===== config.mk =====
export PLATFORM = sky130hd
export DESIGN_NAME = sd_demod_top
export DESIGN_NICKNAME = d
export VERILOG_FILES = /design/src/logic/sd_demod_pkg.sv /design/src/logic/sd_apb_regs.sv /design/src/logic/sd_modclk_sampler.sv /design/src/logic/sinc3_decimator.sv /design/src/logic/sd_stream_out.sv /design/src/logic/sd_demod_top.sv
export VERILOG_INCLUDE_DIRS = /design/src /design/src/logic
export SDC_FILE = /design/constraint.sdc
export NUM_CORES = 1
export LEC_CHECK = 0
export BUFFER_PORTS_ARGS = -buffer_cell sky130_fd_sc_hd__buf_2
export CAP_MARGIN = 20
export CORE_ASPECT_RATIO = 1.2
export CORE_MARGIN = 1.5
export CORE_UTILIZATION = 45
export DETAILED_ROUTE_END_ITERATION = 6
export PLACE_DENSITY = 0.65
export SLEW_MARGIN = 25
export SYNTH_ARGS = -nofsm -noshare
export SYNTH_HDL_FRONTEND = slang
export SYNTH_SLANG_ARGS = --single-unit

===== constraint.sdc =====
create_clock -name sd_clk -period 8.3 [get_ports sd_clk]
set_clock_uncertainty 0.15 [all_clocks]
set_input_delay 0.415 -clock sd_clk [delete_from_list [all_inputs] [get_ports sd_clk]]
set_output_delay 0.415 -clock sd_clk [all_outputs]
set_load 0.1 [all_outputs]

===== src/logic/sd_demod_cfg.svh =====
`ifndef SD_DEMOD_CFG_SVH
`define SD_DEMOD_CFG_SVH

// Number of modulator channels sampled on data_in
`define SD_CHANNELS 2

// Width of an output sample and of the drop counters
`define SD_OUT_W 16

// CIC register width, wide enough for 32 cubed plus one guard bit
`define SD_ACC_W 17

// Width of the modulator clock divider field
`define SD_DIV_W 8

// Limits of the decimation ratio, written values are clamped into this range
`define SD_DEC_MIN 4
`define SD_DEC_MAX 32

`endif


===== src/logic/sd_demod_pkg.sv =====
package sd_demod_pkg;

    // Register map of the APB slave
    // Addresses are byte addresses on a 4-bit bus, so each register sits on a word boundary
    typedef enum logic [3:0] {
        CTRL  = 4'h0,
        DIV   = 4'h4,
        DROP0 = 4'h8,
        DROP1 = 4'hC
    } sd_reg_addr_e;

    // Decimator state
    // IDLE holds every filter register cleared while the demodulator is disabled
    typedef enum logic {
        IDLE = 1'b0,
        RUN  = 1'b1
    } sinc_state_e;

    // Configuration shared by the sampler and both decimators
    // The ratio field holds the decimation ratio minus one
    typedef struct packed {
        logic       enable;
        logic [4:0] dec_ratio;
        logic [7:0] div;
    } sd_cfg_t;

    // One filtered sample as it leaves a channel
    // The overrun bit marks a sample that replaced an unread one
    typedef struct packed {
        logic [15:0] value;
        logic        overrun;
    } sd_sample_t;

endpackage


===== src/logic/sd_apb_regs.sv =====
`timescale 1ns/1ps
`include "sd_demod_cfg.svh"

module sd_apb_regs (
    input  logic                  sd_clk,
    input  logic                  reset,
    input  logic                  psel,
    input  logic                  penable,
    input  logic                  pwrite,
    input  logic [3:0]            paddr,
    input  logic [31:0]           pwdata,
    output logic [31:0]           prdata,
    output logic                  pready,
    output logic                  pslverr,
    input  logic [15:0]           drop_count_0,
    input  logic [15:0]           drop_count_1,
    output logic [1:0]            drop_clear,
    output sd_demod_pkg::sd_cfg_t cfg
);

    sd_demod_pkg::sd_reg_addr_e addr;
    logic                       write_en;

    // Turn a written ratio-minus-one field into a legal ratio-minus-one value
    function automatic logic [4:0] clamp_ratio(input logic [4:0] field);
        logic [5:0] ratio;
        logic [5:0] ratio_m1;
        ratio = {1'b0, field} + 6'd1;
        if (ratio < `SD_DEC_MIN) begin
            ratio = `SD_DEC_MIN;
        end else if (ratio > `SD_DEC_MAX) begin
            ratio = `SD_DEC_MAX;
        end
        ratio_m1 = ratio - 6'd1;
        return ratio_m1[4:0];
    endfunction

    assign addr = sd_demod_pkg::sd_reg_addr_e'(paddr);

    // No wait states, so every access completes in its first access phase
    assign write_en = psel && penable && pwrite;
    assign pready   = 1'b1;
    assign pslverr  = 1'b0;

    // Control and divider registers
    // A write lands on the access-phase edge
    always_ff @(posedge sd_clk) begin
        if (reset) begin
            cfg <= '0;
        end else if (write_en) begin
            case (addr)
                sd_demod_pkg::CTRL: begin
                    cfg.enable    <= pwdata[0];
                    cfg.dec_ratio <= clamp_ratio(pwdata[12:8]);
                end
                sd_demod_pkg::DIV: begin
                    cfg.div <= pwdata[`SD_DIV_W-1:0];
                end
                default: begin
                end
            endcase
        end
    end

    // The drop counters live in the output holders
    // A write to their address clears them on the same edge
    always_comb begin
        drop_clear = 2'b00;
        if (write_en) begin
            if (addr == sd_demod_pkg::DROP0) begin
                drop_clear[0] = 1'b1;
            end
            if (addr == sd_demod_pkg::DROP1) begin
                drop_clear[1] = 1'b1;
            end
        end
    end

    // Read mux, unmapped addresses read as zero
    always_comb begin
        prdata = '0;
        case (addr)
            sd_demod_pkg::CTRL: begin
                prdata[0]    = cfg.enable;
                prdata[12:8] = cfg.dec_ratio;
            end
            sd_demod_pkg::DIV:   prdata[`SD_DIV_W-1:0] = cfg.div;
            sd_demod_pkg::DROP0: prdata[15:0] = drop_count_0;
            sd_demod_pkg::DROP1: prdata[15:0] = drop_count_1;
            default: prdata = '0;
        endcase
    end

endmodule


===== src/logic/sd_modclk_sampler.sv =====
`timescale 1ns/1ps
`include "sd_demod_cfg.svh"

module sd_modclk_sampler (
    input  logic                     sd_clk,
    input  logic                     reset,
    input  sd_demod_pkg::sd_cfg_t    cfg,
    input  logic [`SD_CHANNELS-1:0]  data_in,
    output logic                     mod_clk,
    output logic                     sample_strobe,
    output logic [`SD_CHANNELS-1:0]  bits
);

    // Counts sd_clk cycles within one half period of mod_clk
    logic [`SD_DIV_W-1:0] half_cnt;
    logic                 half_done;

    // A half period is div+1 cycles long
    assign half_done = (half_cnt == cfg.div);

    // Divider and modulator clock
    // While disabled the divider is held at zero and mod_clk stays low,
    // so the first rising edge comes div+1 cycles after enable
    always_ff @(posedge sd_clk) begin
        if (reset || !cfg.enable) begin
            half_cnt      <= '0;
            mod_clk       <= 1'b0;
            sample_strobe <= 1'b0;
        end else begin
            sample_strobe <= 1'b0;
            if (half_done) begin
                half_cnt <= '0;
                mod_clk  <= ~mod_clk;
                // The falling transition is the sampling point
                if (mod_clk) begin
                    sample_strobe <= 1'b1;
                end
            end else begin
                half_cnt <= half_cnt + 1'b1;
            end
        end
    end

    // Input capture
    // The modulator changes its output on the rising edge of mod_clk,
    // so half a period later the bit is stable
    always_ff @(posedge sd_clk) begin
        if (cfg.enable && half_done && mod_clk) begin
            bits <= data_in;
        end
    end

endmodule


===== src/logic/sinc3_decimator.sv =====
`timescale 1ns/1ps
`include "sd_demod_cfg.svh"

module sinc3_decimator (
    input  logic                     sd_clk,
    input  logic                     reset,
    input  sd_demod_pkg::sd_cfg_t    cfg,
    input  logic                     sample_strobe,
    input  logic                     bit_in,
    output sd_demod_pkg::sd_sample_t result,
    output logic                     result_valid
);

    sd_demod_pkg::sinc_state_e state;

    // Integrator registers, running at the modulator rate
    logic [`SD_ACC_W-1:0] integ1;
    logic [`SD_ACC_W-1:0] integ2;
    logic [`SD_ACC_W-1:0] integ3;

    // Integrator values including the current input bit
    logic [`SD_ACC_W-1:0] integ1_next;
    logic [`SD_ACC_W-1:0] integ2_next;
    logic [`SD_ACC_W-1:0] integ3_next;

    // Comb delay elements, one decimated sample deep
    logic [`SD_ACC_W-1:0] integ3_dly;
    logic [`SD_ACC_W-1:0] comb1_dly;
    logic [`SD_ACC_W-1:0] comb2_dly;

    // Comb differences for the current decimation point
    logic [`SD_ACC_W-1:0] comb1;
    logic [`SD_ACC_W-1:0] comb2;
    logic [`SD_ACC_W-1:0] comb3;

    logic [4:0]            ratio_cnt;
    logic                  dec_point;
    logic [`SD_OUT_W-1:0]  result_value;

    // Integrator chain
    // The current bit is folded in combinationally, so a decimated sample
    // already includes the bit taken on its own strobe
    always_comb begin
        integ1_next = integ1 + {{(`SD_ACC_W-1){1'b0}}, bit_in};
        integ2_next = integ2 + integ1_next;
        integ3_next = integ3 + integ2_next;
    end

    // Comb chain
    // Arithmetic wraps modulo 2^SD_ACC_W, which is exact because the true
    // output never exceeds R cubed
    always_comb begin
        comb1 = integ3_next - integ3_dly;
        comb2 = comb1 - comb1_dly;
        comb3 = comb2 - comb2_dly;
    end

    // Every R-th strobe since enable is a decimation point
    // The compare uses >= so a ratio lowered on the fly cannot strand the counter
    assign dec_point = (state == sd_demod_pkg::RUN) && sample_strobe &&
                       (ratio_cnt >= cfg.dec_ratio);

    always_ff @(posedge sd_clk) begin
        if (reset || !cfg.enable) begin
            // Disabled, so the filter restarts from empty history
            state        <= sd_demod_pkg::IDLE;
            integ1       <= '0;
            integ2       <= '0;
            integ3       <= '0;
            integ3_dly   <= '0;
            comb1_dly    <= '0;
            comb2_dly    <= '0;
            ratio_cnt    <= '0;
            result_value <= '0;
            result_valid <= 1'b0;
        end else begin
            state        <= sd_demod_pkg::RUN;
            result_valid <= dec_point;
            if ((state == sd_demod_pkg::RUN) && sample_strobe) begin
                integ1 <= integ1_next;
                integ2 <= integ2_next;
                integ3 <= integ3_next;
                if (dec_point) begin
                    ratio_cnt    <= '0;
                    integ3_dly   <= integ3_next;
                    comb1_dly    <= comb1;
                    comb2_dly    <= comb2;
                    result_value <= comb3[`SD_OUT_W-1:0];
                end else begin
                    ratio_cnt <= ratio_cnt + 5'd1;
                end
            end
        end
    end

    // The decimator never reports overruns, that is the holder's job
    assign result = '{value: result_value, overrun: 1'b0};

endmodule


===== src/logic/sd_stream_out.sv =====
`timescale 1ns/1ps
`include "sd_demod_cfg.svh"

module sd_stream_out (
    input  logic                     sd_clk,
    input  logic                     reset,
    input  logic                     enable,
    input  sd_demod_pkg::sd_sample_t result,
    input  logic                     result_valid,
    input  logic                     drop_clear,
    output sd_demod_pkg::sd_sample_t out,
    output logic                     out_valid,
    input  logic                     out_ready,
    output logic [`SD_OUT_W-1:0]     drop_count
);

    logic [`SD_OUT_W-1:0] hold_value;
    logic                 hold_overrun;
    logic                 accept;
    logic                 replace;

    // The consumer takes the held sample
    assign accept  = out_valid && out_ready;

    // A new result lands on a sample nobody has taken yet
    assign replace = result_valid && out_valid && !out_ready;

    assign out = '{value: hold_value, overrun: hold_overrun};

    // Holder control
    // A new result always wins, so only the newest sample stays in flight
    always_ff @(posedge sd_clk) begin
        if (reset || !enable) begin
            out_valid    <= 1'b0;
            hold_overrun <= 1'b0;
        end else begin
            if (result_valid) begin
                out_valid <= 1'b1;
            end else if (accept) begin
                out_valid <= 1'b0;
            end
            // Sticky until a sample has been accepted
            if (replace) begin
                hold_overrun <= 1'b1;
            end else if (accept) begin
                hold_overrun <= 1'b0;
            end
        end
    end

    // Sample payload
    always_ff @(posedge sd_clk) begin
        if (result_valid) begin
            hold_value <= result.value;
        end
    end

    // Drop counter
    // Survives a disable and saturates instead of wrapping
    always_ff @(posedge sd_clk) begin
        if (reset || drop_clear) begin
            drop_count <= '0;
        end else if (replace && (drop_count != {`SD_OUT_W{1'b1}})) begin
            drop_count <= drop_count + 1'b1;
        end
    end

endmodule


===== src/logic/sd_demod_top.sv =====
`timescale 1ns/1ps

module sd_demod_top (
    input  logic                     sd_clk,
    input  logic                     reset,
    input  logic                     psel,
    input  logic                     penable,
    input  logic                     pwrite,
    input  logic [3:0]               paddr,
    input  logic [31:0]              pwdata,
    output logic [31:0]              prdata,
    output logic                     pready,
    output logic                     pslverr,
    input  logic [1:0]               data_in,
    output logic                     mod_clk,
    output sd_demod_pkg::sd_sample_t out_0,
    output logic                     out_0_valid,
    input  logic                     out_0_ready,
    output sd_demod_pkg::sd_sample_t out_1,
    output logic                     out_1_valid,
    input  logic                     out_1_ready
);

    sd_demod_pkg::sd_cfg_t    cfg;
    logic                     sample_strobe;
    logic [1:0]               bits;
    logic [1:0]               drop_clear;
    logic [15:0]              drop_count_0;
    logic [15:0]              drop_count_1;
    sd_demod_pkg::sd_sample_t result_0;
    sd_demod_pkg::sd_sample_t result_1;
    logic                     result_0_valid;
    logic                     result_1_valid;

    // Register block on the APB slave port
    sd_apb_regs i_regs (
        .sd_clk       (sd_clk),
        .reset        (reset),
        .psel         (psel),
        .penable      (penable),
        .pwrite       (pwrite),
        .paddr        (paddr),
        .pwdata       (pwdata),
        .prdata       (prdata),
        .pready       (pready),
        .pslverr      (pslverr),
        .drop_count_0 (drop_count_0),
        .drop_count_1 (drop_count_1),
        .drop_clear   (drop_clear),
        .cfg          (cfg)
    );

    // Modulator clock and the shared sampling point of both channels
    sd_modclk_sampler i_sampler (
        .sd_clk        (sd_clk),
        .reset         (reset),
        .cfg           (cfg),
        .data_in       (data_in),
        .mod_clk       (mod_clk),
        .sample_strobe (sample_strobe),
        .bits          (bits)
    );

    // Channel 0
    sinc3_decimator i_sinc_0 (
        .sd_clk        (sd_clk),
        .reset         (reset),
        .cfg           (cfg),
        .sample_strobe (sample_strobe),
        .bit_in        (bits[0]),
        .result        (result_0),
        .result_valid  (result_0_valid)
    );

    sd_stream_out i_out_0 (
        .sd_clk       (sd_clk),
        .reset        (reset),
        .enable       (cfg.enable),
        .result       (result_0),
        .result_valid (result_0_valid),
        .drop_clear   (drop_clear[0]),
        .out          (out_0),
        .out_valid    (out_0_valid),
        .out_ready    (out_0_ready),
        .drop_count   (drop_count_0)
    );

    // Channel 1
    sinc3_decimator i_sinc_1 (
        .sd_clk        (sd_clk),
        .reset         (reset),
        .cfg           (cfg),
        .sample_strobe (sample_strobe),
        .bit_in        (bits[1]),
        .result        (result_1),
        .result_valid  (result_1_valid)
    );

    sd_stream_out i_out_1 (
        .sd_clk       (sd_clk),
        .reset        (reset),
        .enable       (cfg.enable),
        .result       (result_1),
        .result_valid (result_1_valid),
        .drop_clear   (drop_clear[1]),
        .out          (out_1),
        .out_valid    (out_1_valid),
        .out_ready    (out_1_ready),
        .drop_count   (drop_count_1)
    );

endmodule


==> metrics.md <==
| Metric | Value |
|---|---|
| Crit path kind | reg -> reg |
| Clock buffer depth | 3 |
| Fraction of registers with async set/reset | 0% |
| Hpwl dp | 28.4 mm |
| Unrepaired setup endpoints after global routing | no |
| Syn-to-layout area delta | 11.0% |
| Port buffer count | 78 |
| Clock power share | roughly half |
| Clk slew on worst S/H paths | roughly 0.06 ns |
| Rel. slew slack | between 30 and 40% |
| Ys Warns | 0 |
| Psw | 0.734 mW |
| CP Max Fanout | 5 |
| Total wire length | ~41 mm |
| Vias | ~16000 |
| Final ANT Viol Nets | 0 |
| Post-synthesis register bit count | between 300 and 400 |
| Minimum clock period | roughly 7.6 ns |
| Max_cap viols | 0 |
| CTS tree | done |
| Final hold violations | 0 |
| Cell Int Power | 2.65 mW |
| Total GRT Usage | 18.0% |
| Switch share | approximately 22% |
| DR pass1 iterations | 5 |
| Slew Limit Fails | 0 |
| Worst Path Required | ~8.6 ns |
| Crit end category | flop |
| Clock Latency Late Sink | between 0.5 and 0.6 ns |
| PwrDens | around 150 nW/um^2 |
| Total Neg Setup Slack | 0 ns |
| Worst stage delay on the critical path | around 0.44 ns |
| Pre-CTS setup slack | slightly below 0.7 ns |
| Status | complete, no violations |
| Total die area | 45300 sq um |
| Antenna Cells | 0 |
| Clock Sinks | approximately 330 |
| Overall power | between 3 and 4 mW |
| CORE AREA | roughly 44000 sq um |
| Crit-path slowest cell | o41ai_1 |
| Hold Startpoint | reset |
| Dominant cells by area after synthesis | dfxtp_1, ha_1, nand2_1, a21oi_1, xnor2_1 |
| Comb pwr share | 2.1% |
| Top cells by count, synth | nand2_1, dfxtp_1, a21oi_1 |
| Mapped cell area | between 15000 and 20000 sq um |
| Reg2reg start | i_sampler.bits[1] |
| Syn Inst Count | roughly 2400 |
| Initial antenna violation count | 1 |
| Number of global-route vias before repair | about 15000 |
| I/O pin cnt | about 120 |
| Post-synth EDFFs | 34 |
| Synth cell types | 80 |
| DR DRC count | 0 |
| Layout Nets | about 2700 |
| Main synth FF type | dfxtp_1 |
| Dominant cell type by area after synthesis | dfxtp_1 |
| Worst hold-check path type | in -> reg |
| Most used cell, CP | ha_1 |
| Placed Cells | 2972 |
| Worst Hold Slack | ~0.098 ns |
| Chip Width | between 150 and 200 microns |
| Seq pwr share | a little under half |
| Start point of the critical path | i_sampler.bits[1] |
| Setup violators final | 0 |
| First-pass GRT wire length | around 70 mm |
| Worst Setup Slack, final | about 0.7 ns |
| Vias per inst | between 5 and 6 |
| VDD IR max | 0.000137 V |
| Post-synthesis area per instance | 8.20 sq um |
| Largest net degree at the start of global routing | roughly 220 |
| # Post-CTS Setup Buffers | 0 |
| Initial DRC Count | 701 |
| H-tree depth | 2 |
| CP Launch Type | flop |
| CP arrival | 7.92 ns |
| WL/cell | 13.4 microns |
| CTS Buf Count | 37 |
| RePlAce Congestion | about 0.84 |
| CTS Root Cell | clkbuf_16 |
| Synth top area share | a little under a third |
| Seq/Total Area, Yosys | between 30% and 40% |
| Count leader, synth | nand2_1 |
| Worst Tran Pin Value | ~1.0 ns |
| Initial core utilization | a little under half |
| Leak | around 8.4 nW |
| FMAX | 132 MHz |
| Layout cells sized above 1 | approximately 7.2% |
| Total grt overflow | 0 |
| Non-filler cells, final | 3052 |
| Row cnt | between 80 and 90 |
| Die H | roughly 230 microns |
| Period utilisation layout | between 90 and 100% |
[stage by stage]
step / utilization [%] / cell area, sq um
2_1_floorplan: - / 19900
3_3_place_gp: 47.2 / 20600
3_5_place_dp: 47.2 / 20600
4_1_cts: 50.4 / 22000
5_1_grt: 50.4 / 22000
6_report: 50.4 / 22000
[path summary, 6_finish.rpt]
check / slack [ns] / end / depth (start not counted)
hold reg to reg: 0.27 / i_out_1.hold_value[15] / 0
hold / removal: 0.1 / i_regs.cfg[4] / 2
setup reg to reg: 0.70 / i_sinc_1.result_value[15] / 34
setup / recovery: 0.70 / i_sinc_1.result_value[15] / 34
[cells by family (layout without fill, tap and decap cells)]
family	after synthesis	in the layout	share of synthesized area, %
compound gates	522	522	16.5
xor+xnor	226	226	10.4
fa+ha+maj	194	194	12.6
buf+inv	260	324	5.47
flops	331	331	35.2
mux	16	16	0.809
other cells	2	18	0.0379
simple gates	862	862	19.0
[timing repair]
item / CTS / global route
gates resized for setup: 0 / 0
endpoints found under the hold margin: 13 / 0
hold buffers: 12 / 0
[power by group through the flow]
stage | sequential [mW] | clock (mW) | combinational, mW
after detailed placement | 1.65 | 0 | 0.0674
after CTS | 1.61 | 1.75 | 0.0720
after global routing | 1.61 | 1.80 | 0.0762
final | 1.61 | 1.70 | 0.0723
after global placement | 1.65 | 0 | 0.0660
after floorplan | 1.65 | 0 | 0.0592
[cell usage in the layout, fill, tap and decap left out, types with 6 or more instances in the layout]
cell           instances
nor3_1                40
xor2_1                98
clkbuf_16             39
inv_1                156
conb_1                18
a211oi_1              33
a21boi_0              12
o211ai_1              12
ha_1                 184
edfxtp_1              34
dlygate4sd3_1         12
and4_1                 7
dfxtp_1              297
a22oi_1                7
a21o_1                36
buf_4                  9
nand2b_1              12
a31oi_1               13
nand2_1              399
o21ai_0               63
clkinv_2               7
nand4_1               14
nand3_1               55
or3_1                 12
mux2i_1               16
clkbuf_1               6
and3_1                25
o41ai_1                7
o21bai_1               8
a21oi_1              242
or2_2                  9
o21a_1                17
nor2_1               239
xnor2_1              122
buf_2                 78
a41o_1                 6
nor2b_1               22
a222oi_1               7
fa_1                  10
a22o_1                16
[metal layers]
layer	wire length (microns)	up-vias	share of wire, %	track usage, %
met5	0	-	0	0
li1	-	8323	-	-
met1	17900	7401	44	21.2
met3	1570	77	3.8	2.57
met2	20300	267	50	33.4
met4	1070	0	2.6	6.05
[sequential cells by signal, summed over array words and instances, names as in the netlist, 8 cells and up]
register and cells:
i_sinc_0.integ3 16, i_sinc_1.comb1_dly 16, i_sinc_1.integ3_dly 16, i_sinc_1.integ3 16, i_sinc_0.integ2 16, i_sampler.half_cnt 8
i_regs.cfg 14, i_out_0.drop_count 16, i_sinc_0.comb1_dly 16, i_sinc_0.result_value 16, i_sinc_0.integ1 16, i_sinc_1.result_value 16
i_out_0.hold_value 16, i_sinc_1.integ1 16, i_sinc_1.integ2 16, i_out_1.drop_count 16, i_out_1.hold_value 16, i_sinc_1.comb2_dly 16
i_sinc_0.comb2_dly 16, i_sinc_0.integ3_dly 16
[worst max-delay path, delay by kind of cell, from the launching register on]
family / cells / cell delay, ns
adder cells (fa/ha/maj): 7 / 2.10
flip-flops: 1 / 0.38
XOR/XNOR: 6 / 1.16
AND/OR/NAND/NOR: 9 / 1.49
AO/OA/AOI/OAI: 12 / 2.26
[final cells by class]
type	count	area, sq um
Clock inverter	19	201
Multi-Input combinational cell	1838	11900
Timing Repair Buffer	100	598
Clock buffer	49	1050
Sequential cell	331	6970
Fill cell	4089	21600
Inverter	156	586
Tap cell	559	699
(Power assumes the default switching activity.)
